### src/cw_ioctrl_pkg.sv
package cw_ioctrl_pkg;

   // host register map, byte wide
   localparam logic [7:0] ADDR_TRIGSRC = 8'h27;   // trigger line mask and combine mode
   localparam logic [7:0] ADDR_TRIGMOD = 8'h28;   // trigger module select
   localparam logic [7:0] ADDR_IOROUTE = 8'h37;   // eight routing bytes, indexed by bytecnt
   localparam logic [7:0] ADDR_IOREAD  = 8'h3B;   // pin readback, read only

   // sizes
   localparam int NUM_TARGETIO      = 4;
   localparam int ROUTE_BYTES       = 8;
   localparam int BYTECNT_BITS      = 3;
   localparam int ROUTE_EXTRA_IDX   = 5;   // avr / power byte
   localparam int ROUTE_EXTGPIO_IDX = 6;   // nRST / PDID / PDIC byte
   localparam int OC_PIN_IDX        = 2;   // gpio3 is the only pin with TXO and USOC
   localparam int TRIG_LINES        = NUM_TARGETIO + 1;   // nRST plus four target IO

   // reset values
   localparam logic [7:0] TRIGSRC_RESET = 8'h20;   // io4 only, OR mode
   localparam logic [7:0] TRIGMOD_RESET = 8'h00;
   // gpio1 = TX, gpio2 = RX, the rest cleared
   localparam logic [ROUTE_BYTES*8-1:0] IOROUTE_RESET = 64'h0000_0000_0000_0201;

   // field positions inside the trigger registers
   localparam int TRIGSRC_MASK_LSB  = 1;   // bit 0 is the front panel input
   localparam int TRIGSRC_MODE_LSB  = 6;
   localparam int TRIGMOD_SEL_LSB   = 0;
   localparam int TRIGMOD_FPOUT_BIT = 3;

   // bits of the extra-gpio byte
   localparam int EXTGPIO_NRST_EN = 0;
   localparam int EXTGPIO_NRST    = 1;
   localparam int EXTGPIO_PDID_EN = 2;
   localparam int EXTGPIO_PDID    = 3;
   localparam int EXTGPIO_PDIC_EN = 4;
   localparam int EXTGPIO_PDIC    = 5;

   // combine modes, code 3 forces a low trigger
   localparam logic [1:0] COMBINE_OR   = 2'd0;
   localparam logic [1:0] COMBINE_AND  = 2'd1;
   localparam logic [1:0] COMBINE_NAND = 2'd2;

   // trigger module select
   localparam logic [2:0] TRIGMOD_EDGE    = 3'd0;
   localparam logic [2:0] TRIGMOD_ADVIO   = 3'd1;
   localparam logic [2:0] TRIGMOD_SAD     = 3'd2;
   localparam logic [2:0] TRIGMOD_DECODED = 3'd3;
   localparam logic [2:0] TRIGMOD_TRACE   = 3'd4;

   typedef struct packed {
      logic [7:0]              address;
      logic [BYTECNT_BITS-1:0] bytecnt;
      logic [7:0]              datai;
      logic                    read;
      logic                    write;
   } reg_bus_t;

   typedef struct packed {
      logic [TRIG_LINES-1:0] src_mask;   // bit 0 nRST, bits 4:1 io4..io1
      logic [1:0]            combine;
      logic [2:0]            mod_sel;
      logic                  fp_out_en;  // front panel trigger out
   } trig_cfg_t;

   // routing byte as seen by gpio1..gpio4
   typedef struct packed {
      logic en;     // drive static level
      logic lvl;
      logic usoc;   // open-collector transmit, gpio3 only
      logic txo;    // force low, gpio3 only
      logic usii;
      logic usio;
      logic rx;
      logic tx;
   } route_gpio_t;

   // same byte as seen at the extra slot
   typedef struct packed {
      logic [1:0] rsvd_hi;
      logic [1:0] smartcard;
      logic       rsvd;
      logic       fast_start;
      logic       power_off;
      logic       avr_en;
   } route_aux_t;

   typedef union packed {
      route_gpio_t gpio;
      route_aux_t  aux;
   } route_byte_u;

   typedef struct packed {
      route_byte_u [NUM_TARGETIO-1:0] gpio;
      logic                           highz;   // all pins released
   } route_cfg_t;

   typedef struct packed {
      logic [NUM_TARGETIO-1:0] out;
      logic [NUM_TARGETIO-1:0] oe;
   } pin_drive_t;

   typedef struct packed {
      logic avr_en;
      logic power_off;
      logic nrst_en;
      logic nrst;
      logic pdid_en;
      logic pdid;
      logic pdic_en;
      logic pdic;
   } aux_ctrl_t;

endpackage

### src/cw_ioctrl_top.sv
module cw_ioctrl_top import cw_ioctrl_pkg::*; (
   input  logic                    clk_usb,
   input  logic                    reset,
   // host register bus
   input  logic [7:0]              reg_address_i,
   input  logic [BYTECNT_BITS-1:0] reg_bytecnt_i,
   input  logic [7:0]              reg_datai_i,
   input  logic                    reg_read_i,
   input  logic                    reg_write_i,
   output logic [7:0]              reg_datao_o,
   // triggers
   input  logic [NUM_TARGETIO-1:0] trigger_io_i,
   input  logic                    trigger_nrst_i,
   input  logic                    trigger_advio_i,
   input  logic                    trigger_anapattern_i,
   input  logic                    trigger_decodedio_i,
   input  logic                    trigger_trace_i,
   output logic                    trigger_o,
   output logic                    trigger_ext_o,
   output logic                    decodeio_active_o,
   // uart and target pins
   input  logic                    uart_tx_i,
   output logic                    uart_rx_o,
   input  logic [NUM_TARGETIO-1:0] targetio_in_i,
   output logic [NUM_TARGETIO-1:0] targetio_out_o,
   output logic [NUM_TARGETIO-1:0] targetio_oe_o,
   // target side enables
   output logic                    enable_avrprog_o,
   output logic                    targetpower_off_o,
   output logic                    enable_output_nrst_o,
   output logic                    output_nrst_o,
   output logic                    enable_output_pdid_o,
   output logic                    output_pdid_o,
   output logic                    enable_output_pdic_o,
   output logic                    output_pdic_o
);

   reg_bus_t                bus;
   trig_cfg_t               trig_cfg;
   route_cfg_t              route_cfg;
   aux_ctrl_t               aux;
   pin_drive_t              drive;
   logic [NUM_TARGETIO-1:0] pin_value;

   always_comb begin
      bus.address = reg_address_i;
      bus.bytecnt = reg_bytecnt_i;
      bus.datai   = reg_datai_i;
      bus.read    = reg_read_i;
      bus.write   = reg_write_i;
   end

   // what the pad sees: our drive when enabled, else the outside world
   assign pin_value = (drive.oe & drive.out) | (~drive.oe & targetio_in_i);

   cw_reg_bank i_reg_bank (
      .clk_usb     (clk_usb),
      .reset       (reset),
      .bus_i       (bus),
      .pin_value_i (pin_value),
      .reg_datao_o (reg_datao_o),
      .trig_cfg_o  (trig_cfg),
      .route_cfg_o (route_cfg),
      .aux_o       (aux)
   );

   trigger_combiner i_trigger_combiner (
      .cfg_i                (trig_cfg),
      .trigger_io_i         (trigger_io_i),
      .trigger_nrst_i       (trigger_nrst_i),
      .trigger_advio_i      (trigger_advio_i),
      .trigger_anapattern_i (trigger_anapattern_i),
      .trigger_decodedio_i  (trigger_decodedio_i),
      .trigger_trace_i      (trigger_trace_i),
      .trigger_o            (trigger_o),
      .trigger_ext_o        (trigger_ext_o),
      .decodeio_active_o    (decodeio_active_o)
   );

   io_router i_io_router (
      .cfg_i       (route_cfg),
      .uart_tx_i   (uart_tx_i),
      .pin_value_i (pin_value),
      .drive_o     (drive),
      .uart_rx_o   (uart_rx_o)
   );

   assign targetio_out_o = drive.out;
   assign targetio_oe_o  = drive.oe;

   // unpack target side controls
   assign enable_avrprog_o     = aux.avr_en;
   assign targetpower_off_o    = aux.power_off;
   assign enable_output_nrst_o = aux.nrst_en;
   assign output_nrst_o        = aux.nrst;
   assign enable_output_pdid_o = aux.pdid_en;
   assign output_pdid_o        = aux.pdid;
   assign enable_output_pdic_o = aux.pdic_en;
   assign output_pdic_o        = aux.pdic;

endmodule

### src/cw_reg_bank.sv
module cw_reg_bank import cw_ioctrl_pkg::*; (
   input  logic                    clk_usb,
   input  logic                    reset,
   input  reg_bus_t                bus_i,
   input  logic [NUM_TARGETIO-1:0] pin_value_i,   // resolved pin levels
   output logic [7:0]              reg_datao_o,
   output trig_cfg_t               trig_cfg_o,
   output route_cfg_t              route_cfg_o,
   output aux_ctrl_t               aux_o
);

   logic [7:0]                     trigsrc_q;
   logic [7:0]                     trigmod_q;
   route_byte_u [ROUTE_BYTES-1:0]  route_q;       // byte 0 at the bottom
   logic                           power_off_q;   // second stage of power off
   logic [NUM_TARGETIO-1:0]        ioread_q;
   route_byte_u                    extra_byte;
   logic [7:0]                     extgpio_byte;

   assign extra_byte   = route_q[ROUTE_EXTRA_IDX];
   assign extgpio_byte = route_q[ROUTE_EXTGPIO_IDX];

   // host writes, one strobe per byte
   always_ff @(posedge clk_usb) begin
      if (reset) begin
         trigsrc_q <= TRIGSRC_RESET;
         trigmod_q <= TRIGMOD_RESET;
         route_q   <= IOROUTE_RESET;
      end else if (bus_i.write) begin
         case (bus_i.address)
            ADDR_TRIGSRC: trigsrc_q <= bus_i.datai;
            ADDR_TRIGMOD: trigmod_q <= bus_i.datai;
            ADDR_IOROUTE: route_q[bus_i.bytecnt] <= bus_i.datai;   // byte picked by bytecnt
            default: ;                                             // readback and unmapped
         endcase
      end
   end

   // power off goes through one more flop, pins tri-state with it
   always_ff @(posedge clk_usb) begin
      if (reset) begin
         power_off_q <= 1'b0;
      end else begin
         power_off_q <= extra_byte.aux.power_off;
      end
   end

   // pin readback, one edge behind the pins
   always_ff @(posedge clk_usb) begin
      if (reset) begin
         ioread_q <= '0;
      end else begin
         ioread_q <= pin_value_i;
      end
   end

   // read mux, zero when no read is in progress
   always_comb begin
      reg_datao_o = 8'h00;
      if (bus_i.read) begin
         case (bus_i.address)
            ADDR_TRIGSRC: reg_datao_o = trigsrc_q;
            ADDR_TRIGMOD: reg_datao_o = trigmod_q;
            ADDR_IOROUTE: reg_datao_o = route_q[bus_i.bytecnt];
            ADDR_IOREAD:  reg_datao_o = {{(8-NUM_TARGETIO){1'b0}}, ioread_q};
            default:      reg_datao_o = 8'h00;   // unmapped
         endcase
      end
   end

   // trigger config fields
   always_comb begin
      trig_cfg_o.src_mask  = trigsrc_q[TRIGSRC_MASK_LSB +: TRIG_LINES];
      trig_cfg_o.combine   = trigsrc_q[TRIGSRC_MODE_LSB +: 2];
      trig_cfg_o.mod_sel   = trigmod_q[TRIGMOD_SEL_LSB +: 3];
      trig_cfg_o.fp_out_en = trigmod_q[TRIGMOD_FPOUT_BIT];
   end

   // gpio bytes 0..3 go to the router as is
   always_comb begin
      route_cfg_o.gpio  = route_q[NUM_TARGETIO-1:0];
      route_cfg_o.highz = power_off_q;
   end

   // target side enables
   always_comb begin
      aux_o.avr_en    = extra_byte.aux.avr_en;   // follows the write directly
      aux_o.power_off = power_off_q;
      aux_o.nrst_en   = extgpio_byte[EXTGPIO_NRST_EN];
      aux_o.nrst      = extgpio_byte[EXTGPIO_NRST];
      aux_o.pdid_en   = extgpio_byte[EXTGPIO_PDID_EN];
      aux_o.pdid      = extgpio_byte[EXTGPIO_PDID];
      aux_o.pdic_en   = extgpio_byte[EXTGPIO_PDIC_EN];
      aux_o.pdic      = extgpio_byte[EXTGPIO_PDIC];
   end

endmodule

### src/io_router.sv
module io_router import cw_ioctrl_pkg::*; (
   input  route_cfg_t              cfg_i,
   input  logic                    uart_tx_i,
   input  logic [NUM_TARGETIO-1:0] pin_value_i,   // resolved pins from the top
   output pin_drive_t              drive_o,
   output logic                    uart_rx_o
);

   route_gpio_t g;

   // per pin drive, first matching bit wins
   always_comb begin
      drive_o.out = '0;
      drive_o.oe  = '0;
      g           = '0;
      for (int i = 0; i < NUM_TARGETIO; i++) begin
         g = cfg_i.gpio[i].gpio;
         if (cfg_i.highz) begin
            drive_o.oe[i] = 1'b0;   // power off releases everything
         end else if (g.tx) begin
            drive_o.out[i] = uart_tx_i;
            drive_o.oe[i]  = 1'b1;
         end else if ((i == OC_PIN_IDX) && g.txo) begin
            drive_o.out[i] = 1'b0;   // hard low
            drive_o.oe[i]  = 1'b1;
         end else if ((i == OC_PIN_IDX) && g.usoc) begin
            drive_o.out[i] = 1'b0;
            drive_o.oe[i]  = ~uart_tx_i;   // pull low only, released on a high bit
         end else if (g.en) begin
            drive_o.out[i] = g.lvl;   // static gpio level
            drive_o.oe[i]  = 1'b1;
         end
      end
   end

   // uart rx, lowest numbered RX pin has priority, idle high otherwise
   always_comb begin
      uart_rx_o = 1'b1;
      for (int i = NUM_TARGETIO - 1; i >= 0; i--) begin
         if (cfg_i.gpio[i].gpio.rx) begin
            uart_rx_o = pin_value_i[i];   // later hit is the lower pin
         end
      end
   end

endmodule

### src/trigger_combiner.sv
module trigger_combiner import cw_ioctrl_pkg::*; (
   input  trig_cfg_t               cfg_i,
   input  logic [NUM_TARGETIO-1:0] trigger_io_i,   // io4..io1
   input  logic                    trigger_nrst_i,
   input  logic                    trigger_advio_i,
   input  logic                    trigger_anapattern_i,
   input  logic                    trigger_decodedio_i,
   input  logic                    trigger_trace_i,
   output logic                    trigger_o,
   output logic                    trigger_ext_o,
   output logic                    decodeio_active_o
);

   logic [TRIG_LINES-1:0] lines;
   logic                  trig_or;
   logic                  trig_and;

   // same order as the mask, nRST in bit 0
   assign lines = {trigger_io_i, trigger_nrst_i};

   assign trig_or  = |(lines & cfg_i.src_mask);
   assign trig_and = &(lines | ~cfg_i.src_mask);   // masked lines count as true

   // combine mode
   always_comb begin
      case (cfg_i.combine)
         COMBINE_OR:   trigger_ext_o = trig_or;
         COMBINE_AND:  trigger_ext_o = trig_and;
         COMBINE_NAND: trigger_ext_o = ~trig_and;
         default:      trigger_ext_o = 1'b0;   // mode 3 holds trigger low
      endcase
   end

   // capture trigger source
   always_comb begin
      case (cfg_i.mod_sel)
         TRIGMOD_EDGE:    trigger_o = trigger_ext_o;
         TRIGMOD_ADVIO:   trigger_o = trigger_advio_i;
         TRIGMOD_SAD:     trigger_o = trigger_anapattern_i;
         TRIGMOD_DECODED: trigger_o = trigger_decodedio_i;
         TRIGMOD_TRACE:   trigger_o = trigger_trace_i;
         default:         trigger_o = 1'b0;
      endcase
   end

   assign decodeio_active_o = (cfg_i.mod_sel == TRIGMOD_DECODED);

endmodule

### config.mk
export PLATFORM = sky130hd
export DESIGN_NAME = cw_ioctrl_top
export DESIGN_NICKNAME = d
export VERILOG_FILES = /design/src/cw_ioctrl_pkg.sv /design/src/cw_ioctrl_top.sv /design/src/cw_reg_bank.sv /design/src/io_router.sv /design/src/trigger_combiner.sv
export SDC_FILE = /design/constraint.sdc
export NUM_CORES = 1
export LEC_CHECK = 0
export CAP_MARGIN = 10
export CELL_PAD_IN_SITES_DETAIL_PLACEMENT = 0
export CELL_PAD_IN_SITES_GLOBAL_PLACEMENT = 1
export CORE_MARGIN = 3
export CORE_UTILIZATION = 25
export CTS_BUF_LIST = sky130_fd_sc_hd__clkbuf_8
export CTS_CLUSTER_SIZE = 14
export DETAILED_ROUTE_END_ITERATION = 16
export DONT_BUFFER_PORTS = 1
export PLACE_DENSITY_LB_ADDON = 0.1
export SLEW_MARGIN = 30
export SYNTH_ARGS = -nofsm -noshare
export SYNTH_HDL_FRONTEND = slang
export SYNTH_HIERARCHICAL = 1
export SYNTH_SLANG_ARGS = --single-unit
### constraint.sdc
create_clock -name clk_usb -period 3.59 [get_ports clk_usb]
set_clock_uncertainty 0.05 [all_clocks]
set_input_delay 0.359 -clock clk_usb [delete_from_list [all_inputs] [get_ports clk_usb]]
set_output_delay 0.359 -clock clk_usb [all_outputs]
set_load 0.02 [all_outputs]
=== After elaboration in Yosys (flattened, before gate mapping) ===
Cells that the tools add are included.

* Add/subtract/negate cells: 0
* Reduce and logical (&&, ||, !) cells: 8
* Mux-type cells: 41
* Bitwise operators: 9
* $mul: 0
* Equal/unequal tests: 10
* Shifts and indexed selects: 0
* Order comparisons: 2
* Divide/modulo/power cells: 0

{| class="wikitable"
|+ Operators by type and width
! kind !! count
|-
| $bwmux W64 || 1
|-
| $eq A8 B6 Y1 const B || 4
|-
| $mux W1 || 32
|-
| $pmux W8 S4 || 1
|-
| $bmux W8 S3 || 1
|-
| $demux W8 S3 || 1
|-
| $mux W8 || 3
|-
| $and A4 B4 Y4 || 2
|-
| $eq A3 B2 Y1 const B || 2
|-
| $reduce_and A2 Y1 || 3
|-
| $and A5 B5 Y5 || 1
|-
| $not A5 Y5 || 1
|-
| $or A5 B5 Y5 || 1
|-
| $pmux W1 S5 || 1
|-
| $reduce_and A5 Y1 || 1
|-
| $reduce_or A5 Y1 || 1
|-
| $lt A3 B4 Y1 const B || 1
|-
| $not A4 Y4 || 1
|-
| $or A4 B4 Y4 || 1
|-
| $eq A3 B1 Y1 const B || 1
|-
| $eq A3 B3 Y1 const B || 1
|-
| $ge A3 B1 Y1 const B || 1
|-
| $logic_not A3 Y1 || 1
|-
| $pmux W1 S3 || 1
|-
| 5 further kinds || 6
|}

* Latch bits: 0
* Memories kept: 0
* RAM bits: 0
* Output and inout bits: 28
* Input bits: 37
* Register bits: 85
* Bits in read-only memories: 0

=== Logic depth before layout (Yosys ltp) ===
* Word-level depth: 12
* Gate-level depth with buffers: 8

=== By module ===
The synthesis kept the hierarchy.

{| class="wikitable"
|+ By module, submodules not included
! module !! instances !! cells each !! sequential area each (sq um) !! area an instance (sq um)
|-
| cw_reg_bank || 1 || 462 || 1701.6 || 4389.2
|-
| io_router || 1 || 27 || 0.0 || 156.4
|-
| trigger_combiner || 1 || 22 || 0.0 || 138.9
|-
| cw_ioctrl_top || 1 || 4 || 0.0 || 60.1
|}

=== Least setup slack after synthesis ===
Ideal clock, no wire load.

* Path kind: reg2out
* Start: register i_reg_bank.route_q, in the netlist i_reg_bank/route_cfg_o[22]
* End: output port uart_rx_o
* Arrival time: 2050 ps
* Setup slack: 1131 ps
* Data required time: 3181 ps
* Cell stages (with the launch flop): 9
* Cells stage by stage: dfxtp_1 > buf_4 > nand2b_4 > or4b_1 > a21oi_1 > mux2_4 > nand2_1 > o21ai_0 > a221o_1

* Elaborated cells on any way between the ends: 15

{| class="wikitable"
|+ RTL lines
! what !! line !! source
|-
| start, declared || cw_reg_bank.sv:14 || <nowiki>route_byte_u [ROUTE_BYTES-1:0] route_q;</nowiki>
|-
| start signal, assigned by index || cw_reg_bank.sv:33 || <nowiki>ADDR_IOROUTE: route_q[bus_i.bytecnt] <= bus_i.datai;</nowiki>
|-
| $mux W1 || io_router.sv:26 || <nowiki>end else if ((i == OC_PIN_IDX) && g.usoc) begin</nowiki>
|-
| $mux W1 || io_router.sv:23 || <nowiki>end else if ((i == OC_PIN_IDX) && g.txo) begin</nowiki>
|-
| $mux W1 || io_router.sv:20 || <nowiki>end else if (g.tx) begin</nowiki>
|-
| $mux W1 || io_router.sv:18 || <nowiki>if (cfg_i.highz) begin</nowiki>
|-
| via targetio_out_o[2] || cw_ioctrl_top.sv:25 || <nowiki>output logic [NUM_TARGETIO-1:0] targetio_out_o,</nowiki>
|-
| $and A4 B4 Y4 || cw_ioctrl_top.sv:54 || <nowiki>assign pin_value = (drive.oe & drive.out) | (~drive.oe & targetio_in_i);</nowiki>
|-
| $or A4 B4 Y4 || cw_ioctrl_top.sv:54 ||
|-
| via pin_value[2] || cw_ioctrl_top.sv:43 || <nowiki>logic [NUM_TARGETIO-1:0] pin_value;</nowiki>
|-
| $mux W1 (3 in a row) || io_router.sv:40 || <nowiki>if (cfg_i.gpio[i].gpio.rx) begin</nowiki>
|-
| end, declared || cw_ioctrl_top.sv:23 || <nowiki>output logic uart_rx_o,</nowiki>
|}

The timed path passes the listed nets, and every way through them passes these cells.

=== Worst setup path after layout ===
Same ends and word-level chain as after synthesis.

==> summary.txt <==
status = complete, no violations
die span in y = 142.1 microns
vias per cell = 4.956
Diodes inserted = 0
I/O pin total = 65
1st-pass router iterations = 5
fin cells = 687
DRC = 0
Startpoint Class = flip-flop
CTS HTree Levels = 3
largest net degree at the start of global routing = 81
Tmin final = 2.975 ns
Die W = 142.1 microns
antenna violations before repair = 0
Worst Path Required = 3.18 ns
Starting Density = 0.2561
Cell Rows = 49
hold_sp = reset
Worst setup EP type = output port
Placer Congestion = 0.7343
area grow syn2layout = 4.538%
crit path max fanout = 4
pwr/cell area = 380.8 mW/mm^2
Slew Viols, Final = 0
final worst slack = 0.6145 ns
Worst IR Drop VDD = 219.5 uV
share of layout cells above drive strength 1 = 0.1354
RSZ-0062 raised after global routing = false
GR Overflow Total = 0
total power = 1.844 mW
PostCTS Resize Cnt = 0
Hold WC Path Type = in -> reg
Syn Inst Count = 500
worst setup path class = reg -> out
Tightest Pin Transition = 0.9771 ns
Slowest cell on crit path = or4b_1
pre-CTS setup slack = 1.001 ns
most common cell after layout, fill and taps aside = dfxtp_1
GRT Total Usage = 0.1477
r2r setup slk = 1.53 ns
Die ar. = 0.02020 sq mm
Post-Syn Area = 0.004632 sq mm
Final setup viols = 0
Worst-path clk slew = 0.10 ns
commonest cells after routing, fill and taps aside = dfxtp_1 (85), nor2_1 (76), mux2i_1 (69), nand2_1 (36), nand3_1 (21)
Final period util = 0.8288
relative slew slack = 0.3437
Leakage Power = 1.552 nW
CP startpoint = i_reg_bank/route_cfg_o[22]
setup bufs post-CTS = 0
CTS tree = done
port buffer count = 0
Sinks on Clock Net = 85
initial DRC count = 280
Crit path largest cell delay = 0.49 ns
Routed WL = 14.53 mm
Reg-to-Reg Start = i_reg_bank/route_cfg_o[22]
HPWL Detailed = 9.904 mm
layout net count = 490
Avg Cell Area, Syn = 9.264 sq um
crit-path cells = nand2b_4 -> or4b_1 -> a21oi_1 -> mux2_4 -> nand2_1 -> o21ai_0 -> a221o_1
Synth Warn # = 6
Post-DRT Antenna Nets = 0
first-pass GRT wire length = 21.94 mm
max_cap viols = 0
average wire per standard cell = 21.15 microns
Clock Latency Late Sink = 0.39 ns
core area = 0.01809 sq mm
Fin. Hold Viols = 0
setup tns final = 0 ns
Max Freq = 336.1 MHz
routed vias = 3,405
Post-DP Area = 0.004574 sq mm
CP arrival = 2.57 ns
CTS buffer count = 9
post-route cell area = 0.004842 sq mm
# placed instances = 669
clk root buf = clkbuf_8
CTS Buffer Depth = 2
number of global-route vias before repair = 3,373
Post-Syn Nets = 537
-- worst paths after layout --
path,endpoint,cells past startpoint
max reg2reg,i_reg_bank/ioread_q[2],5
max,uart_rx_o,7
min reg2reg,i_reg_bank/trigmod_q[6],2
min,i_reg_bank/route_cfg_o[10],1
-- through the flow --
stage               hold WS, ns  utilization
floorplan                0.3816            -
global placement         0.3856       0.2529
detailed placement       0.3911       0.2529
CTS                    0.004950       0.2677
global route            0.01402       0.2677
finish                  0.03047       0.2677
-- state kept, by name, indices dropped and copies added (netlist names) --
| name | flops |
|---|---|
| i_reg_bank/route_cfg_o | 32 |
| i_reg_bank/route_q | 16 |
| i_reg_bank/extgpio_byte | 8 |
| i_reg_bank/extra_byte | 8 |
| i_reg_bank/trigmod_q | 8 |
| i_reg_bank/trigsrc_q | 8 |
| i_reg_bank/ioread_q | 4 |
| i_reg_bank/power_off_q | 1 |
-- where the power goes --
group	switching (mW)	total, mW	internal, mW
clock network	0.400	0.816	0.416
logic	0.0485	0.0818	0.0333
registers	0.00153	0.946	0.945
-- critical path: cells and delay by family (launching register included) --
kind | cells | cell delay (ns)
compound gates | 3 | 0.88
simple gates | 3 | 0.69
flops | 1 | 0.35
mux | 1 | 0.26
-- final cells by class --
type / instances / area (sq um)
Inverter: 11 / 41.29
Fill cell: 1921 / 13240
Clock inverter: 6 / 92.59
Tap cell: 229 / 286.5
Timing Repair Buffer: 15 / 135.1
Multi-Input combinational cell: 331 / 2447
Clock buffer: 10 / 137.6
Sequential cell: 85 / 1702
-- metal layers --
layer | track usage | part of all wire
met1 | 0.2033 | 0.46
met2 | 0.2306 | 0.46
met3 | 0.03528 | 0.061
met4 | 0.04394 | 0.013
met5 | 0 | 0
-- timing repair --
item,4_1_cts,5_1_grt
endpoints found under the setup margin,0,0
hold endpoints to repair,80,0
hold buffers,2,0
No activity file was read; power rests on OpenSTA's default activity.
